===== src/design/busSizer_consts.svh =====
/*
  Shared constants for the dynamic bus sizer
    Byte lane width
    DSACK termination codes
    CPU SIZ codes and the line transfer type
    Beats per line burst
*/
`ifndef BUS_SIZER_CONSTS_SVH
`define BUS_SIZER_CONSTS_SVH

`define LANE_W      8       // Bits per byte lane

// Port termination, DSACK[1:0]
`define DSACK_32    2'b00   // Long word port
`define DSACK_16    2'b01   // Word port
`define DSACK_NONE  2'b11   // Not acknowledged yet

// CPU transfer size, SIZ[1:0]
`define SIZ_LONG    2'b00
`define SIZ_BYTE    2'b01
`define SIZ_WORD    2'b10
`define SIZ_LINE    2'b11

`define TT_LINE     2'b01   // Transfer type of a burst
`define BURST_BEATS 4       // Long words per line

`endif


===== src/design/busSizerPkg.sv =====
/*
  Bus sizer types
    sizerState_t  sizing FSM states
    cpuReq_t      CPU cycle descriptor
    dataLanes_t   four byte lanes, b0 most significant
*/
`include "busSizer_consts.svh"

package busSizerPkg;

    //////////////////////////////////////////////////
    // Sizing FSM states
    //////////////////////////////////////////////////
    typedef enum logic [3:0] {
        stIdle  = 4'd0,     // Waiting for nTsCpu
        stLongA = 4'd1,     // Long word or line, first half
        stLongB = 4'd2,     // Second half on a word port
        stWord0 = 4'd3,     // Word at address 0
        stWord2 = 4'd4,     // Word at address 2
        stByte0 = 4'd5,
        stByte1 = 4'd6,
        stByte2 = 4'd7,
        stByte3 = 4'd8
    } sizerState_t;

    // CPU cycle descriptor, sampled with nTsCpu
    typedef struct packed {
        logic [1:0] siz;    // Transfer size
        logic [1:0] addr;   // A1..A0
        logic [1:0] tt;     // Transfer type
        logic       rnw;    // High for read
    } cpuReq_t;

    // Data bus split into byte lanes
    typedef struct packed {
        logic [`LANE_W-1:0] b0;     // D31..D24
        logic [`LANE_W-1:0] b1;     // D23..D16
        logic [`LANE_W-1:0] b2;     // D15..D8
        logic [`LANE_W-1:0] b3;     // D7..D0
    } dataLanes_t;

endpackage


===== src/design/sizingControl.sv =====
/*
  Dynamic bus sizing FSM
    Decodes the CPU cycle into a sizing state
    Splits long words on a word port into two port cycles
    Counts line beats, stops early on nTbi
    Falling edge registers for nTs and nTa
*/
`timescale 1ns/1ns
`include "busSizer_consts.svh"

module sizingControl (
    input  logic                     BCLK,
    input  logic                     nRESET,
    input  logic                     nTsCpu,    // CPU transfer start
    input  logic                     nTbi,      // Burst inhibit
    input  logic [1:0]               dsack,     // Port termination
    input  busSizerPkg::cpuReq_t     req,
    output busSizerPkg::sizerState_t state,
    output logic                     nTs,       // Start to the port
    output logic                     nTa        // Acknowledge to the CPU
);
    import busSizerPkg::*;

    logic       startBit;       // Request a port cycle
    logic       ackBit;         // Port has terminated a beat
    logic       secondHalf;     // Word port asked for the rest of a long word
    logic       burst;          // Current cycle is a line
    logic [2:0] beatCnt;        // Line beats seen so far
    logic       tsReg;
    logic       taReg;

    //////////////////////////////////////////////////
    // Cycle FSM, rising edge
    //////////////////////////////////////////////////
    always_ff @(posedge BCLK or negedge nRESET) begin
        if (!nRESET) begin
            state      <= stIdle;
            startBit   <= 1'b0;
            ackBit     <= 1'b0;
            secondHalf <= 1'b0;
            burst      <= 1'b0;
            beatCnt    <= 3'd0;
        end else begin
            case (state)
                stIdle: begin
                    ackBit <= 1'b0;
                    if (!nTsCpu) begin
                        startBit <= 1'b1;       // nTs at next falling edge
                        case (req.siz)
                            `SIZ_LONG, `SIZ_LINE: begin
                                burst   <= (req.tt == `TT_LINE);
                                beatCnt <= 3'd0;
                                state   <= stLongA;
                            end
                            `SIZ_WORD: begin
                                burst <= 1'b0;
                                state <= req.addr[1] ? stWord2 : stWord0;  // A0 ignored
                            end
                            default: begin      // Byte
                                burst <= 1'b0;
                                case (req.addr)
                                    2'b00:   state <= stByte0;
                                    2'b01:   state <= stByte1;
                                    2'b10:   state <= stByte2;
                                    default: state <= stByte3;
                                endcase
                            end
                        endcase
                    end
                end

                stLongA: begin
                    startBit <= 1'b0;
                    case (dsack)
                        `DSACK_32: begin
                            ackBit <= 1'b1;
                            if (burst && !ackBit) begin
                                beatCnt <= beatCnt + 3'd1;  // Once per beat
                            end
                        end
                        `DSACK_16: begin
                            // Second port cycle instead of nTa
                            if (!secondHalf) begin
                                startBit <= 1'b1;
                            end
                            secondHalf <= 1'b1;
                        end
                        `DSACK_NONE: begin
                            if (secondHalf) begin
                                secondHalf <= 1'b0;
                                state      <= stLongB;
                            end else if (ackBit) begin
                                ackBit <= 1'b0;     // End of beat
                                if (!burst || !nTbi || beatCnt == 3'(`BURST_BEATS)) begin
                                    state <= stIdle;
                                end
                            end
                        end
                        default: ;                  // Reserved code, wait
                    endcase
                end

                default: begin
                    // Single beat states and the second long word half
                    startBit <= 1'b0;
                    if (dsack != `DSACK_NONE) begin
                        ackBit <= 1'b1;
                    end else if (ackBit) begin
                        ackBit <= 1'b0;
                        state  <= stIdle;
                    end
                end
            endcase
        end
    end

    //////////////////////////////////////////////////
    // Strobe outputs, falling edge
    //////////////////////////////////////////////////
    always_ff @(negedge BCLK or negedge nRESET) begin
        if (!nRESET) begin
            tsReg <= 1'b0;
            taReg <= 1'b0;
        end else begin
            tsReg <= startBit;      // Half clock after the FSM
            taReg <= ackBit;
        end
    end

    assign nTs = ~tsReg;    // Active low strobes
    assign nTa = ~taReg;

endmodule


===== src/design/writeLaneSteer.sv =====
/*
  Write data steering
    Places CPU write bytes onto the port lanes per sizing state
    Word ports find the addressed bytes on lanes 0 and 1
*/
`timescale 1ns/1ns

module writeLaneSteer (
    input  busSizerPkg::sizerState_t state,
    input  busSizerPkg::dataLanes_t  cpuDataIn,
    output busSizerPkg::dataLanes_t  portDataOut
);
    import busSizerPkg::*;

    // Live path, no registers on writes
    always_comb begin
        portDataOut = cpuDataIn;                // Lanes pass straight by default
        case (state)
            stIdle: begin
                portDataOut = '0;
            end
            stLongB, stWord2: begin
                portDataOut.b0 = cpuDataIn.b2;  // Low word onto the upper lanes
                portDataOut.b1 = cpuDataIn.b3;
            end
            stByte1: begin
                portDataOut.b0 = cpuDataIn.b1;
            end
            stByte2: begin
                portDataOut.b0 = cpuDataIn.b2;
            end
            stByte3: begin
                // Byte 3 on every lane
                portDataOut.b0 = cpuDataIn.b3;
                portDataOut.b1 = cpuDataIn.b3;
                portDataOut.b2 = cpuDataIn.b3;
            end
            default: ;      // stLongA, stWord0, stByte0 straight
        endcase
    end

endmodule


===== src/design/readLaneLatch.sv =====
/*
  Read data capture
    Registers port lanes into CPU lanes on each DSACK edge
    Assembles long words from two word port cycles
    Holds the last read between cycles
*/
`timescale 1ns/1ns
`include "busSizer_consts.svh"

module readLaneLatch (
    input  logic                     BCLK,
    input  logic                     nRESET,
    input  busSizerPkg::sizerState_t state,
    input  logic [1:0]               dsack,
    input  busSizerPkg::dataLanes_t  portDataIn,
    output busSizerPkg::dataLanes_t  cpuDataOut
);
    import busSizerPkg::*;

    logic capture;

    assign capture = (dsack != `DSACK_NONE);    // Any port termination

    //////////////////////////////////////////////////
    // Lane capture
    //////////////////////////////////////////////////
    always_ff @(posedge BCLK or negedge nRESET) begin
        if (!nRESET) begin
            cpuDataOut <= '0;
        end else if (capture) begin
            case (state)
                stLongA: begin
                    if (dsack == `DSACK_32) begin
                        cpuDataOut <= portDataIn;           // Whole long word
                    end else if (dsack == `DSACK_16) begin
                        cpuDataOut.b0 <= portDataIn.b0;     // High word first
                        cpuDataOut.b1 <= portDataIn.b1;
                    end
                end
                stLongB: begin
                    // Low word arrives on the upper lanes
                    cpuDataOut.b2 <= portDataIn.b0;
                    cpuDataOut.b3 <= portDataIn.b1;
                end
                stWord0, stByte0: begin
                    cpuDataOut <= portDataIn;
                end
                stWord2: begin
                    cpuDataOut.b0 <= portDataIn.b2;         // Duplicated onto both halves
                    cpuDataOut.b1 <= portDataIn.b3;
                    cpuDataOut.b2 <= portDataIn.b2;
                    cpuDataOut.b3 <= portDataIn.b3;
                end
                stByte1: begin
                    cpuDataOut    <= portDataIn;
                    cpuDataOut.b0 <= portDataIn.b1;         // Addressed lane to byte 0
                end
                stByte2: begin
                    cpuDataOut    <= portDataIn;
                    cpuDataOut.b0 <= portDataIn.b2;
                end
                stByte3: begin
                    cpuDataOut    <= portDataIn;
                    cpuDataOut.b0 <= portDataIn.b3;
                end
                default: ;                                  // Idle, hold
            endcase
        end
    end

endmodule


===== src/design/busSizerTop.sv =====
/*
  Bus sizer top level
    Packs the CPU cycle descriptor
    Sizing FSM, write steering and read capture
    Output enables for the split CPU and port buses
*/
`timescale 1ns/1ns

module busSizerTop (
    input  logic                    BCLK,
    input  logic                    nRESET,
    input  logic                    nTsCpu,
    input  logic                    nTbi,
    input  logic                    rnw,
    input  logic                    nBg,        // Bus grant
    input  logic [1:0]              siz,
    input  logic [1:0]              addr,
    input  logic [1:0]              tt,
    input  logic [1:0]              dsack,
    input  busSizerPkg::dataLanes_t cpuDataIn,
    input  busSizerPkg::dataLanes_t portDataIn,
    output logic                    nTs,
    output logic                    nTa,
    output busSizerPkg::dataLanes_t cpuDataOut,
    output busSizerPkg::dataLanes_t portDataOut,
    output logic                    cpuOe,
    output logic                    portOe
);
    import busSizerPkg::*;

    cpuReq_t     req;
    sizerState_t state;

    // CPU cycle descriptor
    assign req.siz  = siz;
    assign req.addr = addr;
    assign req.tt   = tt;
    assign req.rnw  = rnw;

    //////////////////////////////////////////////////
    // Sizing blocks
    //////////////////////////////////////////////////
    sizingControl ctrl_i (
        .BCLK   (BCLK),
        .nRESET (nRESET),
        .nTsCpu (nTsCpu),
        .nTbi   (nTbi),
        .dsack  (dsack),
        .req    (req),
        .state  (state),
        .nTs    (nTs),
        .nTa    (nTa)
    );

    writeLaneSteer steer_i (
        .state       (state),
        .cpuDataIn   (cpuDataIn),
        .portDataOut (portDataOut)
    );

    readLaneLatch latch_i (
        .BCLK       (BCLK),
        .nRESET     (nRESET),
        .state      (state),
        .dsack      (dsack),
        .portDataIn (portDataIn),
        .cpuDataOut (cpuDataOut)
    );

    // Port side drives on writes, CPU side on reads
    assign portOe = ~req.rnw & ~nBg & nRESET;
    assign cpuOe  = req.rnw & ~nBg;

endmodule


===== config.mk =====
export PLATFORM = sky130hd
export DESIGN_NAME = busSizerTop
export DESIGN_NICKNAME = d
export VERILOG_FILES = /design/src/design/busSizerPkg.sv /design/src/design/sizingControl.sv /design/src/design/writeLaneSteer.sv /design/src/design/readLaneLatch.sv /design/src/design/busSizerTop.sv
export VERILOG_INCLUDE_DIRS = /design/src /design/src/design
export SDC_FILE = /design/constraint.sdc
export NUM_CORES = 1
export LEC_CHECK = 0
export BUFFER_PORTS_ARGS = -buffer_cell sky130_fd_sc_hd__buf_2
export CAP_MARGIN = 0
export CORE_ASPECT_RATIO = 2
export CORE_UTILIZATION = 54
export CTS_BUF_LIST = sky130_fd_sc_hd__clkbuf_4 sky130_fd_sc_hd__clkbuf_8
export CTS_CLUSTER_DIAMETER = 120
export DETAILED_ROUTE_END_ITERATION = 6
export GPL_TIMING_DRIVEN = 0
export PLACE_DENSITY_LB_ADDON = 0.15
export SETUP_SLACK_MARGIN = 0.4
export SLEW_MARGIN = 15
export SYNTH_ARGS = -nofsm -noshare
export SYNTH_HDL_FRONTEND = slang
export SYNTH_HIERARCHICAL = 1
export SYNTH_SLANG_ARGS = --single-unit

===== constraint.sdc =====
create_clock -name BCLK -period 5.5 [get_ports BCLK]
set_input_delay 1.1 -clock BCLK [delete_from_list [all_inputs] [get_ports BCLK]]
set_output_delay 1.1 -clock BCLK [all_outputs]
set_load 0.02 [all_outputs]

## Yosys cells after proc, flatten, opt, wreduce, memory -nomap -nowiden

Index checks and enable logic that the tools add are counted.

| cells by class | value |
|---|---|
| add/subtract/negate cells | 1 |
| bitwise gates (word level) | 8 |
| equality and inequality tests | 28 |
| reductions and logical operators | 27 |
| muxes and demuxes | 35 |

Operator list:

| kind | number |
|---|---|
| case mux 16 bit (6 select lines) | 1 |
| 2-to-1 mux 16 bit | 3 |
| case mux 16 bit (3 select lines) | 1 |
| case mux 8 bit (2 select lines) | 2 |
| case mux 8 bit (4 select lines) | 1 |
| 2-to-1 mux 4 bit | 7 |
| == test 4 x 3 -> 1 bit (second input constant) | 4 |
| case mux 4 bit (2 select lines) | 2 |
| 2-to-1 mux 3 bit | 5 |
| != test 3 bit (second input constant) | 4 |
| case mux 4 bit (3 select lines) | 1 |
| != test 2 bit (second input constant) | 5 |
| == test 2 bit (second input constant) | 4 |
| == test 4 x 2 -> 1 bit (second input constant) | 2 |
| 2-to-1 mux 8 bit | 1 |
| case mux 1 bit (2 select lines) | 4 |
| == test 2 x 1 -> 1 bit (second input constant) | 3 |
| zero test 2 bit | 3 |
| 2-to-1 mux 1 bit | 6 |
| != test 3 x 1 -> 1 bit (second input constant) | 2 |
| case mux 3 bit (2 select lines) | 1 |
| AND reduction 2 bit | 3 |
| AND reduction 3 bit | 2 |
| AND reduction 6 bit | 1 |
| other kinds (18) | 31 |

| storage, ports and cells | value |
|---|---|
| bits of input ports | 78 |
| word-level logic and storage cells | 111 |
| register bits | 45 |
| output and inout bits | 68 |

## Logic depth before layout (Yosys ltp)

Gate-level depths: netlist of run 1.

| logic depth | value |
|---|---|
| depth after elaboration | 8 |
| gate-level depth with buffers | 7 |
| gate-level depth less buffers | 6 |

## Hierarchy

The synthesis of run 1 kept the hierarchy.

By module, submodules not included:

| module | times used | area each (µm²) | sequential area each (µm²) | cells each |
|---|---|---|---|---|
| readLaneLatch | 1 | 1979.4 | 800.8 | 166 |
| sizingControl | 1 | 785.8 | 325.3 | 79 |
| writeLaneSteer | 1 | 700.7 | 0.0 | 127 |
| busSizerTop | 1 | 18.8 | 0.0 | 2 |

==> results of run 1 <==
## logic make-up after synthesis
logic type / after synthesis
AO/OA/AOI/OAI: 84
adder cells (fa/ha/maj): 7
multiplexers: 56
flip-flops: 45
AND/OR/NAND/NOR: 133
XOR/XNOR: 2
buffers and inverters: 47
## cells in the mapped netlist (3+ instances only)
cell,count,area (sq um)
a211oi_1,7,52.6
a21oi_1,12,60.1
a22oi_1,9,67.6
buf_2,12,60.1
buf_6,5,56.3
clkbuf_1,3,11.3
dfrtp_1,43,1080
ha_1,7,87.6
inv_1,23,86.3
mux2_2,45,507
mux2_4,10,150
nand2_1,31,116
nand2b_1,5,31.3
nand3_1,18,90.1
nand4b_1,3,26.3
nor2_1,21,78.8
nor2b_1,10,62.6
nor3_1,10,50.1
nor3_2,3,30.0
nor3b_1,4,30.0
nor4_1,7,43.8
o21a_1,8,60.1
o21ai_0,17,85.1
o22ai_1,8,50.1
## power breakdown
part	internal [mW]	leakage [nW]	switching [mW]
logic	0.763	1.53	1.06
registers	0.498	0.532	0.122
clock network	0.141	0.0588	0.114
total	1.40	2.12	1.29
## per-stage QoR
step | cells | total power, mW
5_1_grt | 613 | 2.87
3_5_place_dp | 605 | 2.44
4_1_cts | 613 | 2.70
6_report | 613 | 2.70
2_1_floorplan | 374 | 1.92
3_3_place_gp | 605 | 2.40
## flip-flops by register name, indices dropped and copies added, names as in the netlist
register and count:
latch_i/cpuDataOut 32, ctrl_i/state 4, ctrl_i/beatCnt 3, ctrl_i/ackBit 1
ctrl_i/burst 1, ctrl_i/secondHalf 1, ctrl_i/startBit 1, ctrl_i/taReg 1
ctrl_i/tsReg 1
## how the worst max path moves through the flow
| stage | endpoint | startpoint | cells after the start |
|---|---|---|---|
| floorplan | nTa | ctrl_i/taReg$_DFF_NN0_ | 1 |
| global placement | ctrl_i/taReg$_DFF_NN0_ | nRESET | 1 |
| detailed placement | ctrl_i/taReg$_DFF_NN0_ | nRESET | 1 |
| CTS | nTa | ctrl_i/taReg$_DFF_NN0_ | 2 |
| global route | nTa | ctrl_i/taReg$_DFF_NN0_ | 2 |
| finish | nTa | ctrl_i/taReg$_DFF_NN0_ | 2 |
## per-layer routing
| layer | share of wire (%) | track usage, % |
|---|---|---|
| met5 | 0 | 0 |
| met2 | 53 | 51.9 |
| met3 | 5.9 | 4.02 |
| met4 | 3.7 | 13.3 |
| met1 | 37 | 32.1 |
## area by class of cell
type	count	area, sq um
multi-input cells	282	2120
fillers	544	1830
flip-flops and latches	45	1130
repair buffers	145	726
plain buffers	24	151
well taps	86	108
inverters	23	86.3
clock buffers	6	76.3
clock inverters	2	38.8
## critical path, cell delays in order, from the launching register on
cell and delay [ps]:
dfrtn_1 390, inv_1 30, buf_2 140
==> results.toml, run 1 <==
[synthesis]
synth.distinct_cells = 65
synth_compound_area_share_pct = 16.8
synth_area_per_cell_sq_um = 9.32
synthesis.nets = 459
synth_top_family_by_area = "simple AND/OR/NAND/NOR gates"
syn_inst = 374
yosys.area_share.simple_pct = 21.9
synth_edf_count = 0
synthAdderAreaFrac_pct = 2.51
muxShareOfSynthArea_pct = 19.1
yosysSeqAreaShare_pct = 32.3
ys_ff_latch = 45
synth_xor_area_share_pct = 0.503
synth_flop_cell = "dfrtp_1"
synth-warning-count = 6
synth_area_sq_um = 3480
async_reset_ff_share_pct = 100

[grt]
grt.total_usage_pct = 28.7
grt_pass1_vias = 3122
grt_pass1_wl_um = 14900
antenna_found_initial = 0
grt_remaining_overflow = 0
grt_start_max_net_pins = 47

[cts]
cts_setup_buffers = 0
cts.sinks = 45
cts_buffer_depth = 2
clkTransAtPathRegs_ps = 80
h-tree-depth = 2
cts_resized = 0
ctsHoldBuffers = 0
cts_made_buffers = 5
cts_tree = "built"
clk_latency_ps = 300
root_buffer = "clkbuf_8"

[worst_hold_path]
worstHoldPathType = "flip-flop to flip-flop"
min_from = "latch_i/cpuDataOut[3]$_DFFE_PN0P_"
whs_endpoint = "latch_i/cpuDataOut[3]$_DFFE_PN0P_"
worstHoldPathCells = 1

[routing]
finalWirelength_um = 9690
drtIter0Drc = 252
vias_per_cell = 5.79
dr.pass1.iters = 4
drc = 0
num_vias = 3550
postRouteAntennaNets = 0
wl_per_cell_um = 15.8

[outcome]
status = "complete, no violations"

[floorplan]
pin_count = 146
die_h_um = 116
initial_utilization_pct = 55.7
die_area_sq_um = 6800
rows = 41
core_sq_um = 6260
dieWidth_um = 58.8

[layout]
areaGrowthSynthToFinish_pct = 27.2
drive_gt1_share_pct = 46.7
mostFrequentLayoutCells = "buf_2, mux2_2, dfrtp_1"
final_area_sq_um = 4430
final_core_util_pct = 70.8
nNetsFinal = 611
layout_commonest_cell = "buf_2"
n_antenna_cell = 0

[power]
power_leakage_nw = 2.12
powerDensity_nw_per_um2 = 608
max-vdd-ir-drop_mv = 0.340

[timing]
setup_viol = 0
worst_slew_pin_slew_ps = 1010
rsz0062_at_grt = "no"
setup_tns_ps = 0
drv_slew = 0
whs_ps = 512
worst_slack_ps = 772
hold_violations = 0
finClkSkew_ps = 6.62
slew-limit-headroom_pct = 32.6

[run]
maxCapViolCount = 0

[worst_setup_path]
start_kind = "flip-flop"
regToRegSetupSlack_ps = 2130
worst_setup_path_end_kind = "primary output"
criticalPathCategory = "flip-flop to primary output"
path_max_fanout = 1
r2r_start = "ctrl_i/ackBit$_DFFE_PN0P_"
worstRegToRegCells = 0
r2r_end = "ctrl_i/taReg$_DFF_NN0_"
cp_data_required_time_ps = 4400
critPathArrivalTime_ps = 3630

[place]
hpwl_um = 7650
place_area_sq_um = 4320
gp_congestion = 0.938
dp_slack_ps = 833
port_buffers = 145
Power figures use the tool's default switching activity.
==> run 2, diff against run 1 <==
--- a/config.mk
+++ b/config.mk
@@ -6,13 +6,15 @@
 export SDC_FILE = /design/constraint.sdc
 export NUM_CORES = 1
 export LEC_CHECK = 0
-export BUFFER_PORTS_ARGS = -buffer_cell sky130_fd_sc_hd__buf_2
 export CAP_MARGIN = 0
+export CELL_PAD_IN_SITES_DETAIL_PLACEMENT = 1
+export CELL_PAD_IN_SITES_GLOBAL_PLACEMENT = 1
 export CORE_ASPECT_RATIO = 2
-export CORE_UTILIZATION = 54
+export CORE_UTILIZATION = 52
 export CTS_BUF_LIST = sky130_fd_sc_hd__clkbuf_4 sky130_fd_sc_hd__clkbuf_8
 export CTS_CLUSTER_DIAMETER = 120
 export DETAILED_ROUTE_END_ITERATION = 6
+export DONT_BUFFER_PORTS = 1
 export GPL_TIMING_DRIVEN = 0
 export PLACE_DENSITY_LB_ADDON = 0.15
 export SETUP_SLACK_MARGIN = 0.4
==> run 2 against run 1 <==
Setup slack improved by 74 ps. Clock skew fell by 0.95 ps. Global-route usage rose by 3.5 points. Largest cell class unchanged. Sequential share of layout area rose by 4.9 points. Combinational power fell by 20%.
==> results.toml, run 2 (synthesized netlist as in run 1, its figures left out) <==
[place]
port_buffers = 0
gp_congestion = 0.792
hpwl_um = 8040
dp.cells = 460
dp_slack_ps = 1170

[floorplan]
die_h_um = 118
dieWidth_um = 59.9
core_sq_um = 6410
initial_utilization_pct = 54.3
rows = 41
pin_count = 146
die_area_sq_um = 7050

[cts]
cts_buffer_depth = 2
cts.sinks = 45
clk_latency_ps = 310
root_buffer = "clkbuf_8"
cts_resized = 0
cts_tree = "built"
cts_made_buffers = 5
ctsHoldBuffers = 0
clkTransAtPathRegs_ps = 90
cts_setup_buffers = 0
h-tree-depth = 2

[timing]
worst_slew_pin_slew_ps = 1170
rsz0062_at_grt = "no"
drv_slew = 0
hold_violations = 0
setup_tns_ps = 0
finClkSkew_ps = 5.67
worst_slack_ps = 846
slew-limit-headroom_pct = 22.0
setup_viol = 0

[routing]
wl_per_cell_um = 23.1
finalWirelength_um = 10800
num_vias = 3066
dr.pass1.iters = 4
drtIter0Drc = 76
postRouteAntennaNets = 0
drc = 0
vias_per_cell = 6.55

[layout]
fin_cells = 468
regMostFlops = "latch_i/cpuDataOut"
drive_gt1_share_pct = 26.4
mostFrequentLayoutCells = "mux2_2, dfrtp_1, nand2_1"
layout_commonest_cell = "mux2_2"
final_core_util_pct = 57.9
areaGrowthSynthToFinish_pct = 6.53
fill_cells = 749
multiInputGateArea_sq_um = 2120
nNetsFinal = 466
regArea_sq_um = 1130
n_antenna_cell = 0
largest_reg_flops = 32
reg.largest.list = "latch_i/cpuDataOut (32), ctrl_i/state (4), ctrl_i/beatCnt (3)"

[grt]
grt_pass1_vias = 3318
busiest_layer = "met2"
grt_remaining_overflow = 0
grt_pass1_wl_um = 16800
grt.total_usage_pct = 32.2
grtUsageMet1_pct = 30.7
use_met3_pct = 7.69
antenna_found_initial = 0
grt_start_max_net_pins = 47
met2_usage_pct = 60.9

[worst_setup_path]
cp_slowest_cell = "dfrtn_1"
cp_cell_sequence = "inv_1"
cp_top_family = "flip-flops"
r2r_start = "ctrl_i/ackBit$_DFFE_PN0P_"
cp_data_required_time_ps = 4400
path_buf_inv = 1
critPathArrivalTime_ps = 3550
path_max_fanout = 1
worst_setup_path_end_kind = "primary output"
slowest_delay_ps = 400
criticalPathCategory = "flip-flop to primary output"
regToRegSetupSlack_ps = 2150
start_kind = "flip-flop"
worst-path-stages = 1
worstRegToRegCells = 0
r2r_end = "ctrl_i/taReg$_DFF_NN0_"

[power]
power_mw = 2.52
max-vdd-ir-drop_mv = 0.350
power_leakage_nw = 1.53
powerDensity_nw_per_um2 = 679

[outcome]
status = "complete, no violations"

[worst_hold_path]
worstHoldPathType = "primary input to async pin"

[run]
maxCapViolCount = 0
[run 2: power by group]
| part | internal (mW) | total (mW) | switching (mW) |
|---|---|---|---|
| sequential | 0.497 | 0.807 | 0.310 |
| clock | 0.148 | 0.270 | 0.122 |
| combinational | 0.570 | 1.45 | 0.876 |
[run 2: cell type report]
class                   count  share of cell area [%]
multi-input cells         282                    57.1
flip-flops and latches     45                    30.3
clock buffers               6                    2.22
plain buffers              24                    4.08
inverters                  23                    2.33
clock inverters             2                    1.01
well taps                  86                    2.90
[run 2: worst max path at each step]
stage                     slack (ps)              startpoint  end
final                            850  ctrl_i/taReg$_DFF_NN0_  nTa
after global placement          1180  ctrl_i/tsReg$_DFF_NN0_  nTs
after CTS                        840  ctrl_i/tsReg$_DFF_NN0_  nTs
after detailed placement        1170  ctrl_i/taReg$_DFF_NN0_  nTa
after floorplan                 1200  ctrl_i/taReg$_DFF_NN0_  nTa
after global routing             810  ctrl_i/taReg$_DFF_NN0_  nTa
[run 2: routing by layer]
layer / wire, um / up-vias
li1: - / 1368
met1: 3560 / 1522
met2: 6150 / 142
met3: 763 / 34
met4: 329 / 0
met5: 0 / -
[run 2: metrics by stage]
stage / hold slack (ps) / area [sq um]
after floorplan: 478 / 3480
after global placement: 496 / 3590
after CTS: 453 / 3710
after global routing: 452 / 3710
after detailed placement: 508 / 3590
final: 468 / 3710
==> run 3, diff against run 2 <==
--- a/config.mk
+++ b/config.mk
@@ -10,7 +10,7 @@
 export CELL_PAD_IN_SITES_DETAIL_PLACEMENT = 1
 export CELL_PAD_IN_SITES_GLOBAL_PLACEMENT = 1
 export CORE_ASPECT_RATIO = 2
-export CORE_UTILIZATION = 52
+export CORE_UTILIZATION = 44
 export CTS_BUF_LIST = sky130_fd_sc_hd__clkbuf_4 sky130_fd_sc_hd__clkbuf_8
 export CTS_CLUSTER_DIAMETER = 120
 export DETAILED_ROUTE_END_ITERATION = 6
==> constraint.sdc (replaced) <==
create_clock -name BCLK -period 3.75 [get_ports BCLK]
set_input_delay 0.75 -clock BCLK [delete_from_list [all_inputs] [get_ports BCLK]]
set_output_delay 0.75 -clock BCLK [all_outputs]
set_load 0.02 [all_outputs]
==> run 3 against run 2 <==
Critical path depth unchanged. Clock skew increased by 2.1 ps. Sequential power increased by 46%. Sequential cell count unchanged. Combinational power increased by 41%. Worst hold slack got worse by 360 ps. Sequential share of layout area increased by 0.16 points. Global-route usage decreased by 6.2 points. Wire length decreased by 3.6%. Clock power increased by 16%. Power increased by 40%. First-iteration DRC count increased by 22%. Largest cell class unchanged.
==> results.toml, run 3 (synthesized netlist as in run 1, its figures left out) <==
[power]
power_mw = 3.53
seqPwrFrac_pct = 33.3
intPower_mw = 1.70
max-vdd-ir-drop_mv = 0.428
pwr-share-comb_pct = 57.8
powerDensity_nw_per_um2 = 956
p_sw_share_pct = 51.9
switchingPower_mw = 1.83
clkPwrFrac_pct = 8.9
power_leakage_nw = 1.52

[worst_hold_path]
worstHoldPathType = "primary input to async pin"

[timing]
setup_viol = 0
rsz0062_at_grt = "yes"
setup_tns_ps = 0
slew-limit-headroom_pct = 31.6
drv_slew = 0
worst_slew_pin_slew_ps = 1020
whs_ps = 113
finClkSkew_ps = 7.81
hold_violations = 0

[place]
port_buffers = 0
gp_congestion = 0.792
hpwl_um = 8220

[layout]
largest_reg_flops = 32
areaGrowthSynthToFinish_pct = 5.96
mostFrequentLayoutCells = "mux2_2, dfrtp_1, nand2_1"
final_core_util_pct = 48.6
layout_commonest_cell = "mux2_2"
n_antenna_cell = 0
drive_gt1_share_pct = 27.0
regMostFlops = "latch_i/cpuDataOut"
fill_cells = 924
reg.largest.list = "latch_i/cpuDataOut (32), ctrl_i/state (4), ctrl_i/beatCnt (3)"
nNetsFinal = 466

[cts]
cts.sinks = 45
clkTransAtPathRegs_ps = 90
h-tree-depth = 2
cts_buffer_depth = 2
cts_setup_buffers = 0
clk_latency_ps = 320
cts_made_buffers = 5
cts_tree = "built"
root_buffer = "clkbuf_8"

[worst_setup_path]
slowest_delay_ps = 420
path_max_fanout = 1
cp_data_required_time_ps = 3000
r2r_start = "ctrl_i/ackBit$_DFFE_PN0P_"
worst_setup_path_end_kind = "primary output"
worst-path-stages = 1
critPathArrivalTime_ps = 2680
cp-endpoint = "nTa"
cp_cell_sequence = "inv_2"
cp_slowest_cell = "dfrtn_1"
r2r_end = "ctrl_i/taReg$_DFF_NN0_"
cp_top_family = "flip-flops"
regToRegSetupSlack_ps = 1250
worstRegToRegCells = 0
criticalPathCategory = "flip-flop to primary output"
cp-startpoint = "ctrl_i/taReg$_DFF_NN0_"
start_kind = "flip-flop"
path_buf_inv = 1

[grt]
use_met3_pct = 6.58
grt.total_usage_pct = 26.0
grt_start_max_net_pins = 47
busiest_layer = "met2"
grt_remaining_overflow = 0
grt_pass1_vias = 3251
antenna_found_initial = 0
grtUsageMet1_pct = 25.0
met2_usage_pct = 49.7
grt_pass1_wl_um = 16300

[floorplan]
core_sq_um = 7600
pin_count = 146
die_h_um = 128
rows = 45
dieWidth_um = 64.9
initial_utilization_pct = 45.8
die_area_sq_um = 8300

[routing]
vias_per_cell = 6.25
dr.pass1.iters = 4
num_vias = 2976
drc = 0
finalWirelength_um = 10400
drtIter0Drc = 93
postRouteAntennaNets = 0
wl_per_cell_um = 21.9

[run]
maxCapViolCount = 0

[outcome]
status = "complete, no violations"
## run 3: cell types whose count changed in the layout (fill, tap and decap cells not counted)
| cell | change |
|---|---|
| bufinv_16 | -1 |
| inv_2 | +2 |
| clkinv_2 | +1 |
| inv_1 | -2 |
| inv_6 | +1 |
| clkbuf_8 | -1 |
## run 3: per-layer routing
metal	vias up	part of all wire, %
met5	-	0
met4	0	3.2
met3	17	7.4
met2	127	55
met1	1457	34
li1	1375	-
## run 3: final cells by class
| type | count | area, sq um | area share (%) |
|---|---|---|---|
| multi-input combinational | 282 | 2120 | 57.4 |
| buffer | 24 | 151 | 4.10 |
| clock buffer | 5 | 68.8 | 1.86 |
| sequential | 45 | 1130 | 30.5 |
| tap | 94 | 118 | 3.19 |
| clock inverter | 3 | 21.3 | 0.576 |
| inverter | 23 | 86.3 | 2.34 |
## run 3: worst min-delay path by stage
stage / to / slack (ps)
2_1_floorplan: ctrl_i/ackBit$_DFFE_PN0P_ / 450
3_3_place_gp: latch_i/cpuDataOut[8]$_DFFE_PN0P_ / 460
3_5_place_dp: latch_i/cpuDataOut[8]$_DFFE_PN0P_ / 460
4_1_cts: latch_i/cpuDataOut[16]$_DFFE_PN0P_ / 100
5_1_grt: latch_i/cpuDataOut[16]$_DFFE_PN0P_ / 90
6_report: latch_i/cpuDataOut[13]$_DFFE_PN0P_ / 110
## run 3: metrics by stage
step	area (sq um)	cells	setup WS, ps
floorplan	3480	374	673
global placement	3600	468	626
detailed placement	3600	468	626
CTS	3690	476	301
global route	3690	476	280
finish	3690	476	322
## run 3: power by group through the flow
stage          combinational, mW  sequential [mW]  clock (mW)
2_1_floorplan               1.71             1.10           0
3_3_place_gp                1.99             1.18           0
3_5_place_dp                2.04             1.19           0
4_1_cts                     2.05             1.18       0.327
5_1_grt                     2.22             1.22       0.343
6_report                    2.04             1.18       0.314
## run 3: timing repair
item	in CTS	in global routing
pin swaps	0	0
setup endpoints to repair	2	2
gates resized for setup	2	0
hold buffers	0	0
hold endpoints to repair	0	0
